--- src/rtl/fetch_config.svh ---
`ifndef FETCH_CONFIG_SVH
`define FETCH_CONFIG_SVH

// entries per bank, four banks in total
`define BUFFER_DEPTH 8

// decode slots granted after reset
`define ISSUE_CREDITS 4

// block reads allowed in flight
`define MAX_OUTSTANDING 4

`endif

--- src/rtl/fetch_pkg.sv ---
`default_nettype none

`include "fetch_config.svh"

package fetch_pkg;

  typedef logic [$clog2(`BUFFER_DEPTH)-1:0] bank_addr_t;

  typedef struct packed {
    logic [31:0] addr;  // byte address of this parcel
    logic [15:0] data;
  } parcel_t;

  typedef struct packed {
    logic        valid;
    logic [31:0] addr;  // 8-byte aligned
  } mem_req_t;

  typedef struct packed {
    logic        valid;
    logic [63:0] data;
  } mem_resp_t;

  typedef struct packed {
    logic        valid;
    logic [31:0] pc;
  } redirect_t;

  typedef struct packed {
    logic            en;
    bank_addr_t      idx;
    parcel_t [3:0]   parcel;
  } bank_wr_t;

  typedef struct packed {
    bank_addr_t [3:0] idx;  // one per bank
  } bank_rd_t;

  typedef struct packed {
    parcel_t [3:0] parcel;
  } bank_data_t;

  typedef struct packed {
    logic        valid;
    logic [31:0] pc;
    logic [31:0] instr;
    logic        compressed;
  } slot_t;

  typedef struct packed {
    slot_t slot0;  // older
    slot_t slot1;
  } issue_t;

  typedef struct packed {
    slot_t       slot0;
    slot_t       slot1;
    logic [2:0]  used;  // parcels consumed
  } align_res_t;

  typedef enum logic [1:0] {
    state_idle,
    state_fetch,
    state_drain
  } fetch_state_t;

endpackage

`default_nettype wire

--- src/rtl/fetch_buffer.sv ---
`timescale 1ns/1ps
`default_nettype none

`include "fetch_config.svh"

module fetch_buffer import fetch_pkg::*; (
  input  logic       clock,
  input  logic       reset,
  input  redirect_t  redirect,
  output mem_req_t   mem_req,
  input  mem_resp_t  mem_resp,
  output issue_t     issue,
  input  logic [1:0] credit_return
);

  bank_wr_t                        bank_wr;
  bank_rd_t                        bank_rd;
  bank_data_t                      bank_data;
  align_res_t                      align_res;
  logic [$clog2(`BUFFER_DEPTH)+2:0] parcel_count;
  logic [1:0]                      first_offset;

  fetch_ctrl ctrl0 (
    .clock         (clock),
    .reset         (reset),
    .redirect      (redirect),
    .mem_req       (mem_req),
    .mem_resp      (mem_resp),
    .bank_wr       (bank_wr),
    .bank_rd       (bank_rd),
    .parcel_count  (parcel_count),
    .first_offset  (first_offset),
    .align_res     (align_res),
    .credit_return (credit_return),
    .issue         (issue)
  );

  parcel_banks banks0 (
    .clock     (clock),
    .bank_wr   (bank_wr),
    .bank_rd   (bank_rd),
    .bank_data (bank_data)
  );

  instr_align align0 (
    .bank_data    (bank_data),
    .parcel_count (parcel_count),
    .first_offset (first_offset),
    .align_res    (align_res)
  );

endmodule

`default_nettype wire

--- src/rtl/fetch_ctrl.sv ---
`timescale 1ns/1ps
`default_nettype none

`include "fetch_config.svh"

module fetch_ctrl import fetch_pkg::*; (
  input  logic                            clock,
  input  logic                            reset,
  input  redirect_t                       redirect,
  output mem_req_t                        mem_req,
  input  mem_resp_t                       mem_resp,
  output bank_wr_t                        bank_wr,
  output bank_rd_t                        bank_rd,
  output logic [$clog2(`BUFFER_DEPTH)+2:0] parcel_count,
  output logic [1:0]                      first_offset,
  input  align_res_t                      align_res,
  input  logic [1:0]                      credit_return,
  output issue_t                          issue
);

  localparam int ptr_w = $clog2(`BUFFER_DEPTH) + 2;
  localparam int cnt_w = ptr_w + 1;
  localparam int fill_w = cnt_w + 1;
  localparam int live_w = $clog2(`MAX_OUTSTANDING + 1);
  localparam int drop_w = $clog2(2 * `MAX_OUTSTANDING + 1);
  localparam int credit_w = $clog2(`ISSUE_CREDITS + 1);
  localparam logic [fill_w-1:0] capacity = fill_w'(4 * `BUFFER_DEPTH);

  fetch_state_t         state;
  logic [ptr_w-1:0]     wr_ptr;
  logic [ptr_w-1:0]     rd_ptr;
  logic [cnt_w-1:0]     count;
  logic [1:0]           skip;      // parcels ahead of the target in the first block
  logic [live_w-1:0]    live;      // requests whose data will be kept
  logic [drop_w-1:0]    drop;      // wrong-path responses still to come
  logic [credit_w-1:0]  credits;
  logic [31:0]          req_pc;
  logic [31:0]          resp_pc;

  logic [fill_w-1:0]    fill;
  logic                 room_one;
  logic                 room_two;
  logic                 req_fire;
  logic                 resp_live;
  logic                 resp_drop;
  logic                 kept;
  logic [live_w-1:0]    live_after;
  logic [drop_w-1:0]    drop_after;
  logic [2:0]           wr_add;
  logic [2:0]           used;
  logic [1:0]           n_issued;
  bank_addr_t           rd_row;

  // buffered parcels plus space reserved for blocks in flight
  assign fill = fill_w'(count) + fill_w'({live, 2'b00});
  assign room_one = (fill + fill_w'(4)) <= capacity;
  assign room_two = (fill + fill_w'(8)) <= capacity;

  always_comb begin
    case (state)
      state_fetch: req_fire = room_one;
      state_drain: req_fire = room_two;  // resume with some slack
      default:     req_fire = 1'b0;
    endcase
    if (live == live_w'(`MAX_OUTSTANDING) ||
        (drop + drop_w'(live)) >= drop_w'(2 * `MAX_OUTSTANDING)) begin
      req_fire = 1'b0;
    end
  end

  assign mem_req.valid = req_fire;
  assign mem_req.addr = req_pc;

  // responses come back in order, so dropped ones are always the oldest
  assign resp_drop = mem_resp.valid && (drop != '0);
  assign resp_live = mem_resp.valid && (drop == '0);
  assign kept = resp_live && !redirect.valid;
  assign live_after = live + live_w'(req_fire) - live_w'(resp_live);
  assign drop_after = drop - drop_w'(resp_drop);
  assign wr_add = kept ? (3'd4 - {1'b0, skip}) : 3'd0;

  always_comb begin
    bank_wr.en = kept;
    bank_wr.idx = wr_ptr[ptr_w-1:2];
    for (int i = 0; i < 4; i++) begin
      bank_wr.parcel[i].addr = {resp_pc[31:3], 2'(i), 1'b0};
      bank_wr.parcel[i].data = mem_resp.data[16*i +: 16];
    end
  end

  assign rd_row = rd_ptr[ptr_w-1:2];
  assign first_offset = rd_ptr[1:0];
  assign parcel_count = count;

  always_comb begin
    for (int i = 0; i < 4; i++) begin
      // lanes behind the offset hold the following row
      bank_rd.idx[i] = (2'(i) < first_offset) ? rd_row + 1'b1 : rd_row;
    end
  end

  always_comb begin
    issue.slot0 = align_res.slot0;
    issue.slot1 = align_res.slot1;
    issue.slot0.valid = align_res.slot0.valid && (credits != '0) && !redirect.valid;
    issue.slot1.valid = align_res.slot1.valid && (credits >= credit_w'(2)) &&
                        issue.slot0.valid;
    if (issue.slot1.valid) begin
      used = align_res.used;
    end else if (issue.slot0.valid) begin
      used = issue.slot0.compressed ? 3'd1 : 3'd2;
    end else begin
      used = 3'd0;
    end
    n_issued = {1'b0, issue.slot0.valid} + {1'b0, issue.slot1.valid};
  end

  always_ff @(posedge clock) begin
    if (!reset) begin
      state <= state_idle;
      wr_ptr <= '0;
      rd_ptr <= '0;
      count <= '0;
      skip <= '0;
      live <= '0;
      drop <= '0;
      credits <= credit_w'(`ISSUE_CREDITS);
    end else begin
      credits <= credits + credit_w'(credit_return) - credit_w'(n_issued);
      if (redirect.valid) begin
        state <= state_fetch;
        wr_ptr <= '0;
        rd_ptr <= ptr_w'(redirect.pc[2:1]);
        count <= '0;
        skip <= redirect.pc[2:1];
        live <= '0;
        drop <= drop_after + drop_w'(live_after);  // everything in flight is stale
      end else begin
        live <= live_after;
        drop <= drop_after;
        rd_ptr <= rd_ptr + ptr_w'(used);
        count <= count + cnt_w'(wr_add) - cnt_w'(used);
        if (kept) begin
          wr_ptr <= wr_ptr + ptr_w'(4);
          skip <= '0;
        end
        case (state)
          state_fetch: if (!room_one) state <= state_drain;
          state_drain: if (room_two) state <= state_fetch;
          default:     state <= state_idle;
        endcase
      end
    end
  end

  always_ff @(posedge clock) begin
    if (redirect.valid) begin
      req_pc <= {redirect.pc[31:3], 3'b000};
      resp_pc <= {redirect.pc[31:3], 3'b000};
    end else begin
      if (req_fire) begin
        req_pc <= req_pc + 32'd8;
      end
      if (kept) begin
        resp_pc <= resp_pc + 32'd8;
      end
    end
  end

endmodule

`default_nettype wire

--- src/rtl/instr_align.sv ---
`timescale 1ns/1ps
`default_nettype none

`include "fetch_config.svh"

module instr_align import fetch_pkg::*; (
  input  bank_data_t                      bank_data,
  input  logic [$clog2(`BUFFER_DEPTH)+2:0] parcel_count,
  input  logic [1:0]                      first_offset,
  output align_res_t                      align_res
);

  parcel_t [3:0] rot;   // oldest parcel in rot[0]
  logic [2:0]    avail;
  logic [2:0]    pos;
  logic [2:0]    need;

  // builds one slot starting at lo, hi only matters for a 32-bit instruction
  function automatic slot_t make_slot(input parcel_t lo, input parcel_t hi);
    slot_t s;
    s.valid = 1'b1;
    s.pc = lo.addr;
    s.compressed = (lo.data[1:0] != 2'b11);
    if (s.compressed) begin
      s.instr = {16'h0000, lo.data};
    end else begin
      s.instr = {hi.data, lo.data};
    end
    return s;
  endfunction

  always_comb begin
    for (int i = 0; i < 4; i++) begin
      rot[i] = bank_data.parcel[2'(first_offset + 2'(i))];
    end

    avail = (parcel_count >= 4) ? 3'd4 : 3'(parcel_count);

    align_res = '0;
    pos = 3'd0;

    need = (rot[0].data[1:0] == 2'b11) ? 3'd2 : 3'd1;
    if (avail >= need) begin
      align_res.slot0 = make_slot(rot[0], rot[1]);
      pos = need;
    end

    // second slot only follows a complete first one
    if (pos != 3'd0) begin
      need = (rot[pos[1:0]].data[1:0] == 2'b11) ? 3'd2 : 3'd1;
      if (avail >= pos + need) begin
        align_res.slot1 = make_slot(rot[pos[1:0]], rot[pos[1:0] + 2'd1]);
        pos = pos + need;
      end
    end

    align_res.used = pos;
  end

endmodule

`default_nettype wire

--- src/rtl/parcel_banks.sv ---
`timescale 1ns/1ps
`default_nettype none

`include "fetch_config.svh"

module parcel_banks import fetch_pkg::*; (
  input  logic       clock,
  input  bank_wr_t   bank_wr,
  input  bank_rd_t   bank_rd,
  output bank_data_t bank_data
);

  genvar b;

  generate
    for (b = 0; b < 4; b++) begin : gen_bank
      parcel_t entries [0:`BUFFER_DEPTH-1];
      parcel_t rd_entry;

      // all banks share the write row
      always_ff @(posedge clock) begin
        if (bank_wr.en) begin
          entries[bank_wr.idx] <= bank_wr.parcel[b];
        end
      end

      assign rd_entry = entries[bank_rd.idx[b]];

      always_comb begin
        if (bank_wr.en && (bank_rd.idx[b] == bank_wr.idx)) begin
          bank_data.parcel[b] = bank_wr.parcel[b];  // bypass
        end else begin
          bank_data.parcel[b] = rd_entry;
        end
      end
    end
  endgenerate

endmodule

`default_nettype wire

--- config.mk ---
export PLATFORM = sky130hd
export DESIGN_NAME = fetch_buffer
export DESIGN_NICKNAME = d
export VERILOG_FILES = /design/src/rtl/fetch_pkg.sv /design/src/rtl/fetch_buffer.sv /design/src/rtl/fetch_ctrl.sv /design/src/rtl/instr_align.sv /design/src/rtl/parcel_banks.sv
export VERILOG_INCLUDE_DIRS = /design/src /design/src/rtl
export SDC_FILE = /design/constraint.sdc
export NUM_CORES = 2
export LEC_CHECK = 0
export BUFFER_PORTS_ARGS = -buffer_cell sky130_fd_sc_hd__clkbuf_2
export CELL_PAD_IN_SITES_DETAIL_PLACEMENT = 0
export CELL_PAD_IN_SITES_GLOBAL_PLACEMENT = 1
export CORE_UTILIZATION = 53
export DETAILED_ROUTE_END_ITERATION = 10
export HOLD_SLACK_MARGIN = 0.05
export PLACE_DENSITY = 0.93
export RECOVER_POWER = 100
export SYNTH_ARGS = -nofsm -noshare
export SYNTH_HDL_FRONTEND = slang
export SYNTH_SLANG_ARGS = --single-unit
--- constraint.sdc ---
create_clock -name clock -period 16 [get_ports clock]
set_clock_uncertainty 0.05 [all_clocks]
set_input_delay 1.6 -clock clock [delete_from_list [all_inputs] [get_ports clock]]
set_output_delay 1.6 -clock clock [all_outputs]
set_load 0.005 [all_outputs]
# Word-level counts from Yosys, hierarchy flattened
# Memories as Yosys holds them, arrays and structs flattened.
# Cells that the tools add are included.
# totals
ff_bits	94
latchBits	0
ramBits	1440
romBits	0
inputBits	102
n_memories	4
# memory_table
name	words	width	rd	rd_clocked_by_memory_dff	write_ports	line	text
banks0.gen_bank[0].entries	8	45	1	0	1	parcel_banks.sv:17	parcel_t entries [0:`BUFFER_DEPTH-1];
banks0.gen_bank[1].entries	8	45	1	0	1	parcel_banks.sv:17	
banks0.gen_bank[2].entries	8	45	1	0	1	parcel_banks.sv:17	
banks0.gen_bank[3].entries	8	45	1	0	1	parcel_banks.sv:17	
# classes
add_sub_neg	24
multipliers	0
n_div	0
magnitude_cmp	17
n_eq_ne	15
n_shift	0
mux	51
n_bitwise	1
reduce_logical	22
# ops
op	n
binary-select mux 48 bit (select 2 bit)	6
2-to-1 mux 48 bit	9
2-to-1 mux 66 bit	3
2-to-1 mux 32 bit	6
adder 32 x 4 -> 32 bit (second input constant)	2
2-to-1 mux 3 bit	11
< comparator 2 x 3 -> 1 bit (second input constant)	6
2-to-1 mux 16 bit	1
2-to-1 mux 2 bit	8
less-or-equal comparator 7 x 6 -> 1 bit (second input constant)	2
equality test 3 bit	4
logical AND 1 bit	11
adder 4 x 3 -> 4 bit	2
adder 6 x 5 -> 7 bit	1
adder 7 x 3 -> 7 bit (second input constant)	1
adder 7 x 4 -> 7 bit (second input constant)	1
adder 6 x 3 -> 6 bit	1
equality test 2 bit (second input constant)	3
greater-or-equal comparator 3 bit	2
greater-or-equal comparator 6 x 3 -> 1 bit (second input constant)	1
!= test 2 bit (second input constant)	3
nonzero test 3 bit	2
subtractor 6 x 3 -> 6 bit	1
adder 5 x 3 -> 5 bit	1
33 further kinds	42

# Depth between registers and ports, before layout
# depth
word_depth	24
mapped_depth	47
ltp_nobuf	38

# Cells and area by module
# A second synthesis with hierarchy kept.
# hier_totals
hier_cells	4246
area_unflattened_um2	74665.4
# modules_own_cells
module	n_inst	cells_each	area_each_um2	seq_area_each_um2
parcel_banks	1	2464	60536.8	46124.2
fetch_ctrl	1	846	7865.0	2302.2
instr_align	1	936	6263.5	0.0

# Least setup slack after synthesis
# No wires, ideal clock.
# synth_path
path_kind	input to register
start	in redirect[32] (netlist name)
end	mem banks0.gen_bank[0].entries[0][0] (netlist name), enable pin
setup_ns	0.773
arrival_time_ns	11.194
t_required_ns	15.177
path_slack_ns	3.983
path_stages	5
cell_sequence	inv_1 clkbuf_1 clkbuf_1 nand2_1 nor4_1
# synth_between
elab_chain_cells	4
# synth_lines
item	line	text
start, declared	fetch_buffer.sv:9	input redirect_t redirect,
zero test 1 bit	fetch_ctrl.sv:77	assign kept = resp_live && !redirect.valid;
logical AND 1 bit	fetch_ctrl.sv:77	
2-to-1 mux 1 bit	parcel_banks.sv:22	if (bank_wr.en) begin
2-to-1 mux 1 bit (implied by the code)	parcel_banks.sv:23	entries[bank_wr.idx] <= bank_wr.parcel[b];
end, declared	parcel_banks.sv:17	
# No other way between the ends.

==> metrics.txt <==
fin. max-slew vios=965; worst-path maximum fanout=87; worst r2r dst=ctrl0.parcel_count[5]; GRT overflow=0; failing checks=capacitance limit, slew limit; Die Y=299 um; clock buffer depth=3; Largest stage delay, worst path=2310 ps; antenna violation net count after detailed routing=0; Total GRT Usage=29.4%; final WL=131000 um; MaxCap Viol Count=26; relative slew slack=-213%; async set-reset flop share out of synthesis=0%; Worst path top cell family by delay=simple AND/OR/NAND/NOR gates; internal power=6.38 mW; pin count of the biggest net entering global routing=88; Top FF cell, synth=edfxtp_1; Final WS setup=1550 ps; average wire per standard cell=29.0 um; syn_area_per_cell=15.0 um2; antenna violations before repair=9; f_max=69.2 MHz; nets=3452; Clock Latency Late Sink=670 ps; Clock power frac=18.1%; hold path cells=2; post_cts resized=0; Worst R2R Start=ctrl0.drop[1]; final hold slack=465 ps; share of layout cells above drive strength 1=25.3%; VDD IR max=245 uV; R2R Setup Slk=3040 ps; part of the power in combinational logic=58.3%; endpoint class of the critical path=output pin; final setup fails=0; cts hold-fix bufs=0; HP Start=ctrl0.skip[1]; Fin Setup TNS=0 ps; LEAKAGE=17.9 nW; I/O pins=267; switch share=43.4%; cell area after layout=51600 um2; Synth top area share=51.4%; Post-DP HPWL=79700 um; Seq/Total Area, Yosys=52.6%; CP max stage cell=nor3_1; CP bufs+invs=9; Min Clock Period, post-route=14450 ps; Synth cell types=89; most used cell, CP=ha_1; Post-synth EDFFs=802; pwr dens=218 nW/um2; synth top area cells=edfxtp_1, mux4_2, mux2i_1; cts bufs inserted=83; reg2reg path depth=37; root buffer cell=clkbuf_16; drt first pass iters=6; critical path class=in -> out; Yosys warning total=0; Synth area leader=edfxtp_1; Hold EP=ctrl0.skip[1]; Worst-Margin Slew=4700 ps; Worst-path clk slew=60 ps; Place WS=3810 ps; outcome=finished with violations; Multi-input gate area=20900 um2; fill count=6496; final hold vios=0; Synth-to-Final Area Change=10.2%; CP Launch Type=primary input; Max H-tree Level=3; Iter 0 DRT Violations=4017; CTS Sinks=830; Psw=4.89 mW; unrepaired setup endpoints after global routing=false; Post-Place Cells=4364; DR vias/cell=6.76; core area=87200 um2; port bufs=260; die width=299 um; # rows=108; Final Non-Filler Cells=4525; worst path arrival time=12800 ps; die footprint=89700 um2; required time worst endpoint=14350 ps; final worst-path cycle share=90.3%; first-pass GRT wire length=196000 um; Post-DP Area=49100 um2; setup bufs post-CTS=0; gpl congestion=0.903; register share of total power=23.6%; Cells after Synth=3132; Synth Cell Area=46900 um2; DRC=0; number of global-route vias before repair=30800; min-delay worst type=reg -> reg; Vias=30600; flip-flop and latch area=24700 um2; CTS tree=built; initial core utilization=53.8%; flops & latches, synth=830
[sequential cells by signal (all words and copies together) (netlist names)]
register	flops
ctrl0.skip	2
ctrl0.state	2
ctrl0.resp_pc	29
ctrl0.drop	4
ctrl0.wr_ptr	3
ctrl0.credits	3
banks0.gen_bank.entries	744
ctrl0.parcel_count	6
ctrl0.rd_ptr	5
ctrl0.live	3
ctrl0.req_pc	29
[synthesized netlist by cell type (all sizes together) (3+ instances only)]
library cell / n
nand2b: 15
a221oi: 7
o211a: 4
ha: 47
o21bai: 14
mux2i: 379
nor2b: 13
nand4: 14
inv: 60
fa: 9
a22o: 4
nor2: 165
a211oi: 5
a21o: 18
edfxtp: 802
a22oi: 6
or2b: 3
xor2: 41
o2111ai: 3
nor3: 30
o21ai: 143
o221ai: 4
or2: 4
o31ai: 4
xnor2: 43
and4: 20
and3: 9
clkbuf: 143
dfxtp: 28
a31oi: 3
nor4: 11
and2: 42
a221o: 5
a21oi: 116
nand2: 178
or3: 5
o22ai: 12
mux2: 116
o21a: 5
o32ai: 7
nand3: 29
buf: 113
mux4: 401
o211ai: 17
or4: 10
[cells by family (layout without fill, tap and decap cells)]
kind of cell,after synthesis,in the layout,share of synthesized area [%]
XOR/XNOR,85,85,1.63
other,1,11,0.00800
AO/OA/AOI/OAI,395,395,5.19
adder cells (fa/ha/maj),56,56,1.64
AND/OR/NAND/NOR,551,551,5.58
multiplexers,896,896,30.2
buffers and inverters,318,546,3.14
flip-flops,830,830,52.6
[worst max path at each step]
stage / from / end / slack (ps) / cells past startpoint
6_report: redirect[32] / issue[20] / 1550 / 30
2_1_floorplan: redirect[32] / banks0.gen_bank[0].entries[0][0] / 3980 / 5
4_1_cts: ctrl0.rd_ptr[1] / issue[20] / 3220 / 32
3_5_place_dp: redirect[32] / ctrl0.parcel_count[5] / 3810 / 38
3_3_place_gp: redirect[32] / ctrl0.parcel_count[5] / 3920 / 38
5_1_grt: redirect[32] / issue[18] / 1390 / 30
[layout make-up]
class | count | share of cell area [%]
repair buffers | 330 | 3.04
diodes | 6 | 0.0291
flip-flops and latches | 830 | 47.8
inverters | 61 | 0.458
clock buffers | 99 | 4.14
clock inverters | 56 | 1.38
multi-input cells | 1988 | 40.4
well taps | 1155 | 2.80
[cell usage in the layout, fill, tap and decap left out, drive strengths merged, types with 11 or more instances in the layout]
cell    instances
xor2           41
nor3           30
dfxtp          28
xnor2          43
clkbuf        389
ha             47
clkinv         38
and2           42
edfxtp        802
a21oi         116
nand2         178
mux2          116
nand3          29
nand2b         15
nor2b          13
o21bai         14
inv            65
and4           20
bufinv         11
buf            40
nor2          165
a21o           18
nand4          14
o21ai         143
o22ai          12
nor4           11
mux4          401
o211ai         17
mux2i         379
[per-stage QoR]
step | utilization [%] | power, mW
3_3_place_gp | 56.4 | 9.12
2_1_floorplan | - | 7.06
3_5_place_dp | 56.4 | 9.20
4_1_cts | 59.6 | 11.2
5_1_grt | 59.3 | 11.7
6_report | 59.3 | 11.3
[layer usage]
| layer | wire (um) | track usage [%] | vias to the layer above |
|---|---|---|---|
| met5 | 38 | 0 | - |
| met4 | 4210 | 10.1 | 8 |
| met3 | 15600 | 6.39 | 296 |
| met2 | 62300 | 46.6 | 1978 |
| met1 | 49000 | 40.4 | 15500 |
| li1 | - | - | 12800 |
[worst register-to-register path, delay by kind of cell (launching register included)]
| family | cells | cell delay, ps |
|---|---|---|
| AOI/OAI and AO/OA | 15 | 3980 |
| xor gates and xnor gates | 1 | 140 |
| adders and majority gates | 6 | 1930 |
| buffers and inverters | 7 | 2380 |
| DFF | 1 | 360 |
| and+or+nand+nor | 8 | 4000 |
[power by group through the flow]
stage	registers (mW)	clock network, mW	logic (mW)
after floorplan	2.63	0	4.43
after global placement	2.69	0	6.43
after detailed placement	2.70	0	6.50
after CTS	2.65	2.05	6.53
after global routing	2.68	2.13	6.94
final	2.66	2.04	6.57
Note: power is estimated with default switching activity, not from simulation.
